[config.mk]
export PLATFORM = sky130hd
export DESIGN_NAME = i2c_standby_bridge
export DESIGN_NICKNAME = d
export VERILOG_FILES = /design/src/i2c_standby_pkg.sv /design/src/sync_fifo.sv /design/src/standby_flow_fsm.sv /design/src/i2c_standby_bridge.sv
export SDC_FILE = /design/constraint.sdc
export NUM_CORES = 1
export LEC_CHECK = 0
export BUFFER_PORTS_ARGS = -buffer_cell sky130_fd_sc_hd__buf_2
export CAP_MARGIN = 20
export CORE_UTILIZATION = 65
export DETAILED_ROUTE_END_ITERATION = 10
export PLACE_DENSITY = 0.93
export SYNTH_ARGS = -nofsm -noshare
export SYNTH_HDL_FRONTEND = slang
export SYNTH_SLANG_ARGS = --single-unit
[constraint.sdc]
create_clock -name clk_i -period 7.3 [get_ports clk_i]
set_input_delay 1.825 -clock clk_i [delete_from_list [all_inputs] [get_ports clk_i]]
set_output_delay 1.825 -clock clk_i [all_outputs]
set_load 0.05 [all_outputs]
[src/i2c_standby_pkg.sv]
// I2C standby bridge types
package i2c_standby_pkg;

  // Plain data byte on the bus and in the queues
  typedef logic [7:0] byte_t;

  // Transfer length or byte count
  typedef logic [15:0] xfer_len_t;

  // Event kinds reported by the I2C target controller
  typedef enum logic [2:0] {
    AcqStartWrite = 3'd0,
    AcqStartRead  = 3'd1,
    AcqData       = 3'd2,
    AcqStop       = 3'd3,
    AcqRestart    = 3'd4,
    AcqNack       = 3'd5
  } acq_id_e;

  // One acquisition entry, data is only meaningful for AcqData
  typedef struct packed {
    acq_id_e id;
    byte_t   data;
  } acq_entry_t;

  // Read command from the host
  typedef struct packed {
    xfer_len_t   data_length;
    logic [7:0]  tid;
  } cmd_desc_t;

  // Response status codes
  typedef enum logic [1:0] {
    RespOk        = 2'd0,
    RespOverflow  = 2'd1,
    RespBadLength = 2'd2,
    RespNack      = 2'd3
  } resp_err_e;

  // Response to the host, tid is zero for writes
  typedef struct packed {
    xfer_len_t   data_length;
    resp_err_e   err_status;
    logic [7:0]  tid;
  } resp_desc_t;

endpackage

[src/sync_fifo.sv]
// Synchronous FIFO
`timescale 1ns/1ns

module sync_fifo #(
  parameter int Width = 8,
  parameter int Depth = 4
) (
  input  logic             clk_i,
  input  logic             rst_ni,
  input  logic             wvalid_i,
  input  logic [Width-1:0] wdata_i,
  output logic             wready_o,
  output logic             rvalid_o,
  output logic [Width-1:0] rdata_o,
  input  logic             rready_i
);
  localparam int PtrW = (Depth > 1) ? $clog2(Depth) : 1;
  localparam int CntW = $clog2(Depth + 1);

  logic [Width-1:0] mem_q [Depth];
  logic [PtrW-1:0]  wptr_q, rptr_q;
  logic [CntW-1:0]  count_q;
  logic             push, pop;

  assign wready_o = (count_q != CntW'(Depth));
  assign rvalid_o = (count_q != '0);
  assign rdata_o  = mem_q[rptr_q];

  assign push = wvalid_i & wready_o;
  assign pop  = rvalid_o & rready_i;

  // Storage, no reset needed on payload
  always_ff @(posedge clk_i) begin
    if (push) begin
      mem_q[wptr_q] <= wdata_i;
    end
  end

  always_ff @(posedge clk_i or negedge rst_ni) begin
    if (!rst_ni) begin
      wptr_q  <= '0;
      rptr_q  <= '0;
      count_q <= '0;
    end else begin
      if (push) begin
        wptr_q <= (wptr_q == PtrW'(Depth - 1)) ? '0 : wptr_q + 1'b1;
      end
      if (pop) begin
        rptr_q <= (rptr_q == PtrW'(Depth - 1)) ? '0 : rptr_q + 1'b1;
      end
      // Push and pop in one cycle leave the occupancy unchanged
      if (push && !pop) begin
        count_q <= count_q + 1'b1;
      end else if (pop && !push) begin
        count_q <= count_q - 1'b1;
      end
    end
  end

endmodule

[src/standby_flow_fsm.sv]
// Standby flow engine
`timescale 1ns/1ns

module standby_flow_fsm (
  input  logic                        clk_i,
  input  logic                        rst_ni,

  // Acquisition stream from the I2C target controller
  input  logic                        acq_valid_i,
  input  i2c_standby_pkg::acq_entry_t acq_i,

  // Command queue read side
  input  logic                        cmd_valid_i,
  input  i2c_standby_pkg::cmd_desc_t  cmd_i,
  output logic                        cmd_ready_o,

  // Transmit queue read side
  input  logic                        txq_valid_i,
  input  i2c_standby_pkg::byte_t      txq_data_i,
  output logic                        txq_ready_o,

  // Byte out to the controller
  output logic                        tx_valid_o,
  output i2c_standby_pkg::byte_t      tx_byte_o,
  input  logic                        tx_ready_i,

  // Receive queue write side
  output logic                        rx_valid_o,
  output i2c_standby_pkg::byte_t      rx_data_o,
  input  logic                        rx_ready_i,

  // Response queue write side
  output logic                        resp_valid_o,
  output i2c_standby_pkg::resp_desc_t resp_o,
  input  logic                        resp_ready_i,

  output logic                        err_o
);
  typedef enum logic [3:0] {
    AwaitStart          = 4'd0,
    ReceiveByte         = 4'd1,
    PopCommand          = 4'd2,
    FetchByte           = 4'd3,
    SendByte            = 4'd4,
    AwaitStop           = 4'd5,
    ReportError         = 4'd6,
    AwaitStopAfterError = 4'd7,
    PushResponse        = 4'd8
  } state_e;

  state_e state_q, state_d;

  // Transfer bookkeeping
  i2c_standby_pkg::xfer_len_t byte_cnt_q;
  i2c_standby_pkg::xfer_len_t len_q;
  logic [7:0]                 tid_q;
  i2c_standby_pkg::resp_err_e status_q;

  // Registered bytes toward the queues and the controller
  logic                       rx_valid_q;
  i2c_standby_pkg::byte_t     rx_data_q;
  i2c_standby_pkg::byte_t     tx_byte_q;

  // Decoded events
  logic is_start_wr, is_start_rd, is_data, is_end, is_nack;

  logic xfer_start;
  logic rx_accept, rx_overflow;
  logic cmd_fire, txq_fire, tx_fire, tx_last;
  logic err_set;
  i2c_standby_pkg::resp_err_e err_code;
  state_e start_state;

  assign is_start_wr = acq_valid_i && (acq_i.id == i2c_standby_pkg::AcqStartWrite);
  assign is_start_rd = acq_valid_i && (acq_i.id == i2c_standby_pkg::AcqStartRead);
  assign is_data     = acq_valid_i && (acq_i.id == i2c_standby_pkg::AcqData);
  assign is_nack     = acq_valid_i && (acq_i.id == i2c_standby_pkg::AcqNack);
  assign is_end      = acq_valid_i && ((acq_i.id == i2c_standby_pkg::AcqStop) ||
                                       (acq_i.id == i2c_standby_pkg::AcqRestart));

  // Where a start takes us, also used when leaving PushResponse
  always_comb begin
    if (is_start_wr) begin
      start_state = ReceiveByte;
    end else if (is_start_rd) begin
      start_state = PopCommand;
    end else begin
      start_state = AwaitStart;
    end
  end

  assign xfer_start = (is_start_wr || is_start_rd) &&
                      ((state_q == AwaitStart) ||
                       ((state_q == PushResponse) && resp_ready_i));

  // A byte is taken only while the receive queue has room
  assign rx_accept   = (state_q == ReceiveByte) && is_data && rx_ready_i;
  assign rx_overflow = (state_q == ReceiveByte) && is_data && !rx_ready_i;

  assign cmd_ready_o = (state_q == PopCommand);
  assign cmd_fire    = cmd_ready_o && cmd_valid_i;

  // No prefetch once the controller has given a NACK
  assign txq_ready_o = (state_q == FetchByte) && !is_nack;
  assign txq_fire    = txq_ready_o && txq_valid_i;

  assign tx_valid_o = (state_q == SendByte);
  assign tx_byte_o  = tx_byte_q;
  assign tx_fire    = tx_valid_o && tx_ready_i;
  assign tx_last    = ((byte_cnt_q + 16'd1) == len_q);

  assign rx_valid_o = rx_valid_q;
  assign rx_data_o  = rx_data_q;

  assign resp_valid_o       = (state_q == PushResponse);
  assign resp_o.data_length = byte_cnt_q;
  assign resp_o.err_status  = status_q;
  assign resp_o.tid         = tid_q;

  assign err_o = (state_q == ReportError);

  always_comb begin
    state_d  = state_q;
    err_set  = 1'b0;
    err_code = i2c_standby_pkg::RespOk;
    unique case (state_q)
      AwaitStart: begin
        state_d = start_state;
      end
      ReceiveByte: begin
        if (is_end) begin
          state_d = PushResponse;
        end else if (rx_overflow) begin
          state_d  = ReportError;
          err_set  = 1'b1;
          err_code = i2c_standby_pkg::RespOverflow;
        end
      end
      PopCommand: begin
        if (is_nack) begin
          state_d  = ReportError;
          err_set  = 1'b1;
          err_code = i2c_standby_pkg::RespNack;
        end else if (cmd_valid_i) begin
          if (cmd_i.data_length == '0) begin
            state_d  = ReportError;
            err_set  = 1'b1;
            err_code = i2c_standby_pkg::RespBadLength;
          end else begin
            state_d = FetchByte;
          end
        end
      end
      FetchByte: begin
        if (is_nack) begin
          state_d  = ReportError;
          err_set  = 1'b1;
          err_code = i2c_standby_pkg::RespNack;
        end else if (txq_valid_i) begin
          state_d = SendByte;
        end
      end
      SendByte: begin
        // NACK withdraws the offered byte unless it completes the read
        if (is_nack && !(tx_fire && tx_last)) begin
          state_d  = ReportError;
          err_set  = 1'b1;
          err_code = i2c_standby_pkg::RespNack;
        end else if (tx_fire) begin
          state_d = tx_last ? AwaitStop : FetchByte;
        end
      end
      AwaitStop: begin
        // A NACK on the last byte is normal here
        if (is_end) begin
          state_d = PushResponse;
        end
      end
      ReportError: begin
        state_d = is_end ? PushResponse : AwaitStopAfterError;
      end
      AwaitStopAfterError: begin
        if (is_end) begin
          state_d = PushResponse;
        end
      end
      PushResponse: begin
        if (resp_ready_i) begin
          state_d = start_state;
        end
      end
      default: begin
        state_d = AwaitStart;
      end
    endcase
  end

  always_ff @(posedge clk_i or negedge rst_ni) begin
    if (!rst_ni) begin
      state_q <= AwaitStart;
    end else begin
      state_q <= state_d;
    end
  end

  // Byte count, command fields and status of the current transfer
  always_ff @(posedge clk_i or negedge rst_ni) begin
    if (!rst_ni) begin
      byte_cnt_q <= '0;
      len_q      <= '0;
      tid_q      <= '0;
      status_q   <= i2c_standby_pkg::RespOk;
    end else begin
      if (xfer_start) begin
        byte_cnt_q <= '0;
        len_q      <= '0;
        tid_q      <= '0;
        status_q   <= i2c_standby_pkg::RespOk;
      end else begin
        if (rx_accept || tx_fire) begin
          byte_cnt_q <= byte_cnt_q + 16'd1;
        end
        if (cmd_fire) begin
          len_q <= cmd_i.data_length;
          tid_q <= cmd_i.tid;
        end
        if (err_set) begin
          status_q <= err_code;
        end
      end
    end
  end

  // Push toward the receive queue, held until taken
  always_ff @(posedge clk_i or negedge rst_ni) begin
    if (!rst_ni) begin
      rx_valid_q <= 1'b0;
    end else if (rx_accept) begin
      rx_valid_q <= 1'b1;
    end else if (rx_ready_i) begin
      rx_valid_q <= 1'b0;
    end
  end

  always_ff @(posedge clk_i) begin
    if (rx_accept) begin
      rx_data_q <= acq_i.data;
    end
    if (txq_fire) begin
      tx_byte_q <= txq_data_i;
    end
  end

endmodule

[src/i2c_standby_bridge.sv]
// I2C standby bridge top
`timescale 1ns/1ns

module i2c_standby_bridge #(
  parameter int RxDepth   = 8,
  parameter int TxDepth   = 8,
  parameter int CmdDepth  = 4,
  parameter int RespDepth = 4
) (
  input  logic                        clk_i,
  input  logic                        rst_ni,

  // Acquisition stream, no back-pressure
  input  logic                        acq_valid_i,
  input  i2c_standby_pkg::acq_entry_t acq_i,

  // Byte out to the controller
  output logic                        tx_valid_o,
  output i2c_standby_pkg::byte_t      tx_byte_o,
  input  logic                        tx_ready_i,

  // Host queues
  input  logic                        cmd_valid_i,
  input  i2c_standby_pkg::cmd_desc_t  cmd_i,
  output logic                        cmd_ready_o,
  input  logic                        txq_valid_i,
  input  i2c_standby_pkg::byte_t      txq_data_i,
  output logic                        txq_ready_o,
  output logic                        rxq_valid_o,
  output i2c_standby_pkg::byte_t      rxq_data_o,
  input  logic                        rxq_ready_i,
  output logic                        resp_valid_o,
  output i2c_standby_pkg::resp_desc_t resp_o,
  input  logic                        resp_ready_i,

  output logic                        err_o
);
  // Engine side of the queues
  logic                        cmd_rvalid, cmd_rready;
  i2c_standby_pkg::cmd_desc_t  cmd_rdata;
  logic                        txq_rvalid, txq_rready;
  i2c_standby_pkg::byte_t      txq_rdata;
  logic                        rx_wvalid, rx_wready;
  i2c_standby_pkg::byte_t      rx_wdata;
  logic                        resp_wvalid, resp_wready;
  i2c_standby_pkg::resp_desc_t resp_wdata;

  standby_flow_fsm u_flow_fsm (
    .clk_i        (clk_i),
    .rst_ni       (rst_ni),
    .acq_valid_i  (acq_valid_i),
    .acq_i        (acq_i),
    .cmd_valid_i  (cmd_rvalid),
    .cmd_i        (cmd_rdata),
    .cmd_ready_o  (cmd_rready),
    .txq_valid_i  (txq_rvalid),
    .txq_data_i   (txq_rdata),
    .txq_ready_o  (txq_rready),
    .tx_valid_o   (tx_valid_o),
    .tx_byte_o    (tx_byte_o),
    .tx_ready_i   (tx_ready_i),
    .rx_valid_o   (rx_wvalid),
    .rx_data_o    (rx_wdata),
    .rx_ready_i   (rx_wready),
    .resp_valid_o (resp_wvalid),
    .resp_o       (resp_wdata),
    .resp_ready_i (resp_wready),
    .err_o        (err_o)
  );

  // Host pushes commands, the engine pops them
  sync_fifo #(
    .Width ($bits(i2c_standby_pkg::cmd_desc_t)),
    .Depth (CmdDepth)
  ) u_cmd_fifo (
    .clk_i    (clk_i),
    .rst_ni   (rst_ni),
    .wvalid_i (cmd_valid_i),
    .wdata_i  (cmd_i),
    .wready_o (cmd_ready_o),
    .rvalid_o (cmd_rvalid),
    .rdata_o  (cmd_rdata),
    .rready_i (cmd_rready)
  );

  sync_fifo #(
    .Width ($bits(i2c_standby_pkg::byte_t)),
    .Depth (TxDepth)
  ) u_tx_fifo (
    .clk_i    (clk_i),
    .rst_ni   (rst_ni),
    .wvalid_i (txq_valid_i),
    .wdata_i  (txq_data_i),
    .wready_o (txq_ready_o),
    .rvalid_o (txq_rvalid),
    .rdata_o  (txq_rdata),
    .rready_i (txq_rready)
  );

  // Engine pushes received bytes and responses, the host pops them
  sync_fifo #(
    .Width ($bits(i2c_standby_pkg::byte_t)),
    .Depth (RxDepth)
  ) u_rx_fifo (
    .clk_i    (clk_i),
    .rst_ni   (rst_ni),
    .wvalid_i (rx_wvalid),
    .wdata_i  (rx_wdata),
    .wready_o (rx_wready),
    .rvalid_o (rxq_valid_o),
    .rdata_o  (rxq_data_o),
    .rready_i (rxq_ready_i)
  );

  sync_fifo #(
    .Width ($bits(i2c_standby_pkg::resp_desc_t)),
    .Depth (RespDepth)
  ) u_resp_fifo (
    .clk_i    (clk_i),
    .rst_ni   (rst_ni),
    .wvalid_i (resp_wvalid),
    .wdata_i  (resp_wdata),
    .wready_o (resp_wready),
    .rvalid_o (resp_valid_o),
    .rdata_o  (resp_o),
    .rready_i (resp_ready_i)
  );

endmodule

==> impl_results.md <==
- Synth Flop Type: edfxtp_1
- Least-Margin Pin Slew: 1.030 ns
- FILL cells: 1341
- Post-route cell area: 19950 sq um
- Setup CP Type: register to primary output
- Synthesized Nets: 1112
- Post-synthesis cell count: 1030
- DRT iter0 DRCs: 1162
- RSZ-0062 raised after global routing: false
- Rel. slew slack: 31.06%
- PwrDens: 403.5 nW/um^2
- Num rows: 59
- Post-cts hold buffer count: 0
- Port-buffer cells: 98
- Vias per cell: 6.357
- Syn Std Cell Area: 17630 sq um
- Root buffer cell: clkbuf_16
- Largest net degree at the start of global routing: 82
- Placed Area: 18460 sq um
- CTS Buf Count: 41
- Leakage: 7.196 nW
- GRT Total Usage: 25.48%
- #FFs+latches synth: 425
- Die ar.: 27790 sq um
- Ports: 99
- Hold Path Class: register to register
- Detailed placement HPWL: 20590 microns
- CP endpoint kind: primary output
- Final wirelength: 35020 microns
- Critical path startpoint category: register
- Share of cells above drive strength 1: 26.80%
- Htree depth: 2
- Initial antenna violation count: 3
- Final setup viols: 0
- Die Span Y: 166.7 microns
- Drt pass-1 iters: 8
- Synth async-reset ratio: 19.06%
- Post-CTS resize count: 0
- Post-synth cell types: 79
- Critical Path RT: 5.48 ns
- RD Place Congestion: 0.9154
- Avg WL per Cell: 23.06 microns
- Post-CTS Setup Inserts: 0
- R2R setup slack: 3.29 ns
- Setup_tns: 0 ns
- EDFF count, synth: 344
- WP data arrival: 2.46 ns
- Total power: 8.049 mW
- Max Fclk: 0.2335 GHz
- MaxCap Viol Count: 0
- Final worst path period share: 58.67%
- Sequential area share after synthesis: 70.09%
- Critical path cell sequence: buf_16 > mux4_2 > mux2_2 > buf_2
- Commonest non-fill, non-tap cells in the layout: edfxtp_1, nand2_1, buf_2
- Final Hold Viols: 0
- Clock tree buffer depth: 3
- Layout area overhead: 13.16%
- Via count: 9656
- Max Slew Vio Count: 0
- Outcome: finished clean
- Nets@finish: 1233
- Largest stage delay, worst path: 0.68 ns
- Most common cell after layout, fill and taps aside: edfxtp_1
- Die Wd: 166.7 microns
- Worst Skew: 0.01099 ns
- Clk sinks: 425
- Syn avg cell area: 17.12 sq um
- Yosys Warn Count: 0
- Antenna Nets Post-Route: 0
- Number of global-route vias before repair: 9669
- First-pass GRT wire length: 53760 microns
- Final min period: 4.283 ns
- CTS tree: done
- Remaining DRCs: 0
- Crit path max fanout: 11
- VDD IR max: 0.0002684 V
- Worst-path clk slew: 0.06 ns
- Worst path slowest cell: dfrtp_1
- Placeable Area: 26350 sq um
- Worst skew pair latency: 0.53 ns
- Initial Util: 66.90%
- Grt total ovfl: 0
-- layout make-up --
cell class	count	area, sq um	area share (%)
Tap cell	335	419.2	2.101
Inverter	19	71.32	0.3575
Sequential cell	425	12360	61.94
Clock inverter	22	224.0	1.123
Antenna cell	1	2.502	0.01254
Multi-Input combinational cell	541	4941	24.77
Clock buffer	53	1155	5.789
Timing Repair Buffer	123	780.7	3.913
-- synthesized netlist by cell type, types with 8 or more instances --
cell type  number  area share (%)
o21ai_0        25            0.71
buf_1          10            0.21
nand3_1        12            0.34
or3_1           9            0.32
xor2_1         16            0.79
nand2_1       101             2.2
inv_1          19            0.40
mux2_2         30             1.9
nand2b_1       12            0.43
nor3_1         19            0.54
a21o_1          8            0.34
ha_1           27             1.9
a21oi_1        40             1.1
mux4_2         81              10
xnor2_1        19            0.94
edfxtp_1      344              59
nor2_1         38            0.81
buf_2           9            0.26
nor4_1          9            0.32
dfrtp_1        81              11
clkbuf_1       17            0.36
-- per-stage QoR --
step	util (%)	setup slack, ns	instances	hold slack (ns)
final	75.70	3.017	1519	0.5004
after global placement	69.94	3.146	1438	0.4602
after detailed placement	70.04	3.100	1439	0.4681
after global routing	75.69	2.891	1518	0.5213
after CTS	75.27	2.689	1514	0.4981
after floorplan	-	3.370	1030	0.4464
-- final timing paths --
path                                        from                        end  cells after the start
min reg2reg                 u_tx_fifo.count_q[3]       u_tx_fifo.count_q[3]                      1
max                          u_rx_fifo.rptr_q[0]              rxq_data_o[5]                      4
max reg2reg                u_flow_fsm.state_q[1]      u_cmd_fifo.count_q[1]                      8
max in group asynchronous                 rst_ni  u_flow_fsm.byte_cnt_q[14]                      2
min                         u_tx_fifo.count_q[3]       u_tx_fifo.count_q[3]                      1
min in group asynchronous                 rst_ni        u_flow_fsm.tid_q[3]                      1
-- power breakdown --
| part | switching (mW) | internal (mW) |
|---|---|---|
| Clock | 0.873 | 1.26 |
| Sequential | 0.368 | 3.03 |
| Combinational | 1.45 | 1.06 |
-- sequential cells by signal, indices dropped and copies added (netlist names), 3 cells and up --
signal and flops:
u_cmd_fifo.mem_q 96, u_tx_fifo.count_q 4, u_cmd_fifo.count_q 3, u_tx_fifo.rptr_q 3, u_rx_fifo.count_q 4, u_flow_fsm.state_q 4, u_flow_fsm.rx_data_o 8, u_flow_fsm.len_q 16
u_resp_fifo.count_q 3, u_flow_fsm.tx_byte_o 8, u_rx_fifo.wptr_q 3, u_tx_fifo.wptr_q 3, u_flow_fsm.byte_cnt_q 16, u_resp_fifo.mem_q 104, u_flow_fsm.tid_q 8, u_rx_fifo.rptr_q 3
u_rx_fifo.mem_q 64, u_tx_fifo.mem_q 64
-- metal layers --
metal | track usage [%] | wire, microns | vias to the layer above
met5 | 0 | 31 | -
met4 | 8.535 | 872 | 6
met3 | 4.753 | 2325 | 89
met2 | 42.58 | 17760 | 417
met1 | 34.33 | 14030 | 4872
li1 | - | - | 4272
-- cell families after synthesis --
kind of cell    share of synthesized area, %
buf+inv                                1.909
flops                                  70.09
mux                                    12.58
fa+ha+maj                              2.370
simple gates                           7.324
compound gates                         3.861
xor+xnor                               1.866
-- worst max-delay path: cells and delay by family, from the launching register on --
kind                   cells  cell delay, ns
buffers and inverters      2            0.43
DFF                        1            0.68
muxes                      2            0.80
No activity file was read; power rests on OpenSTA's default activity.
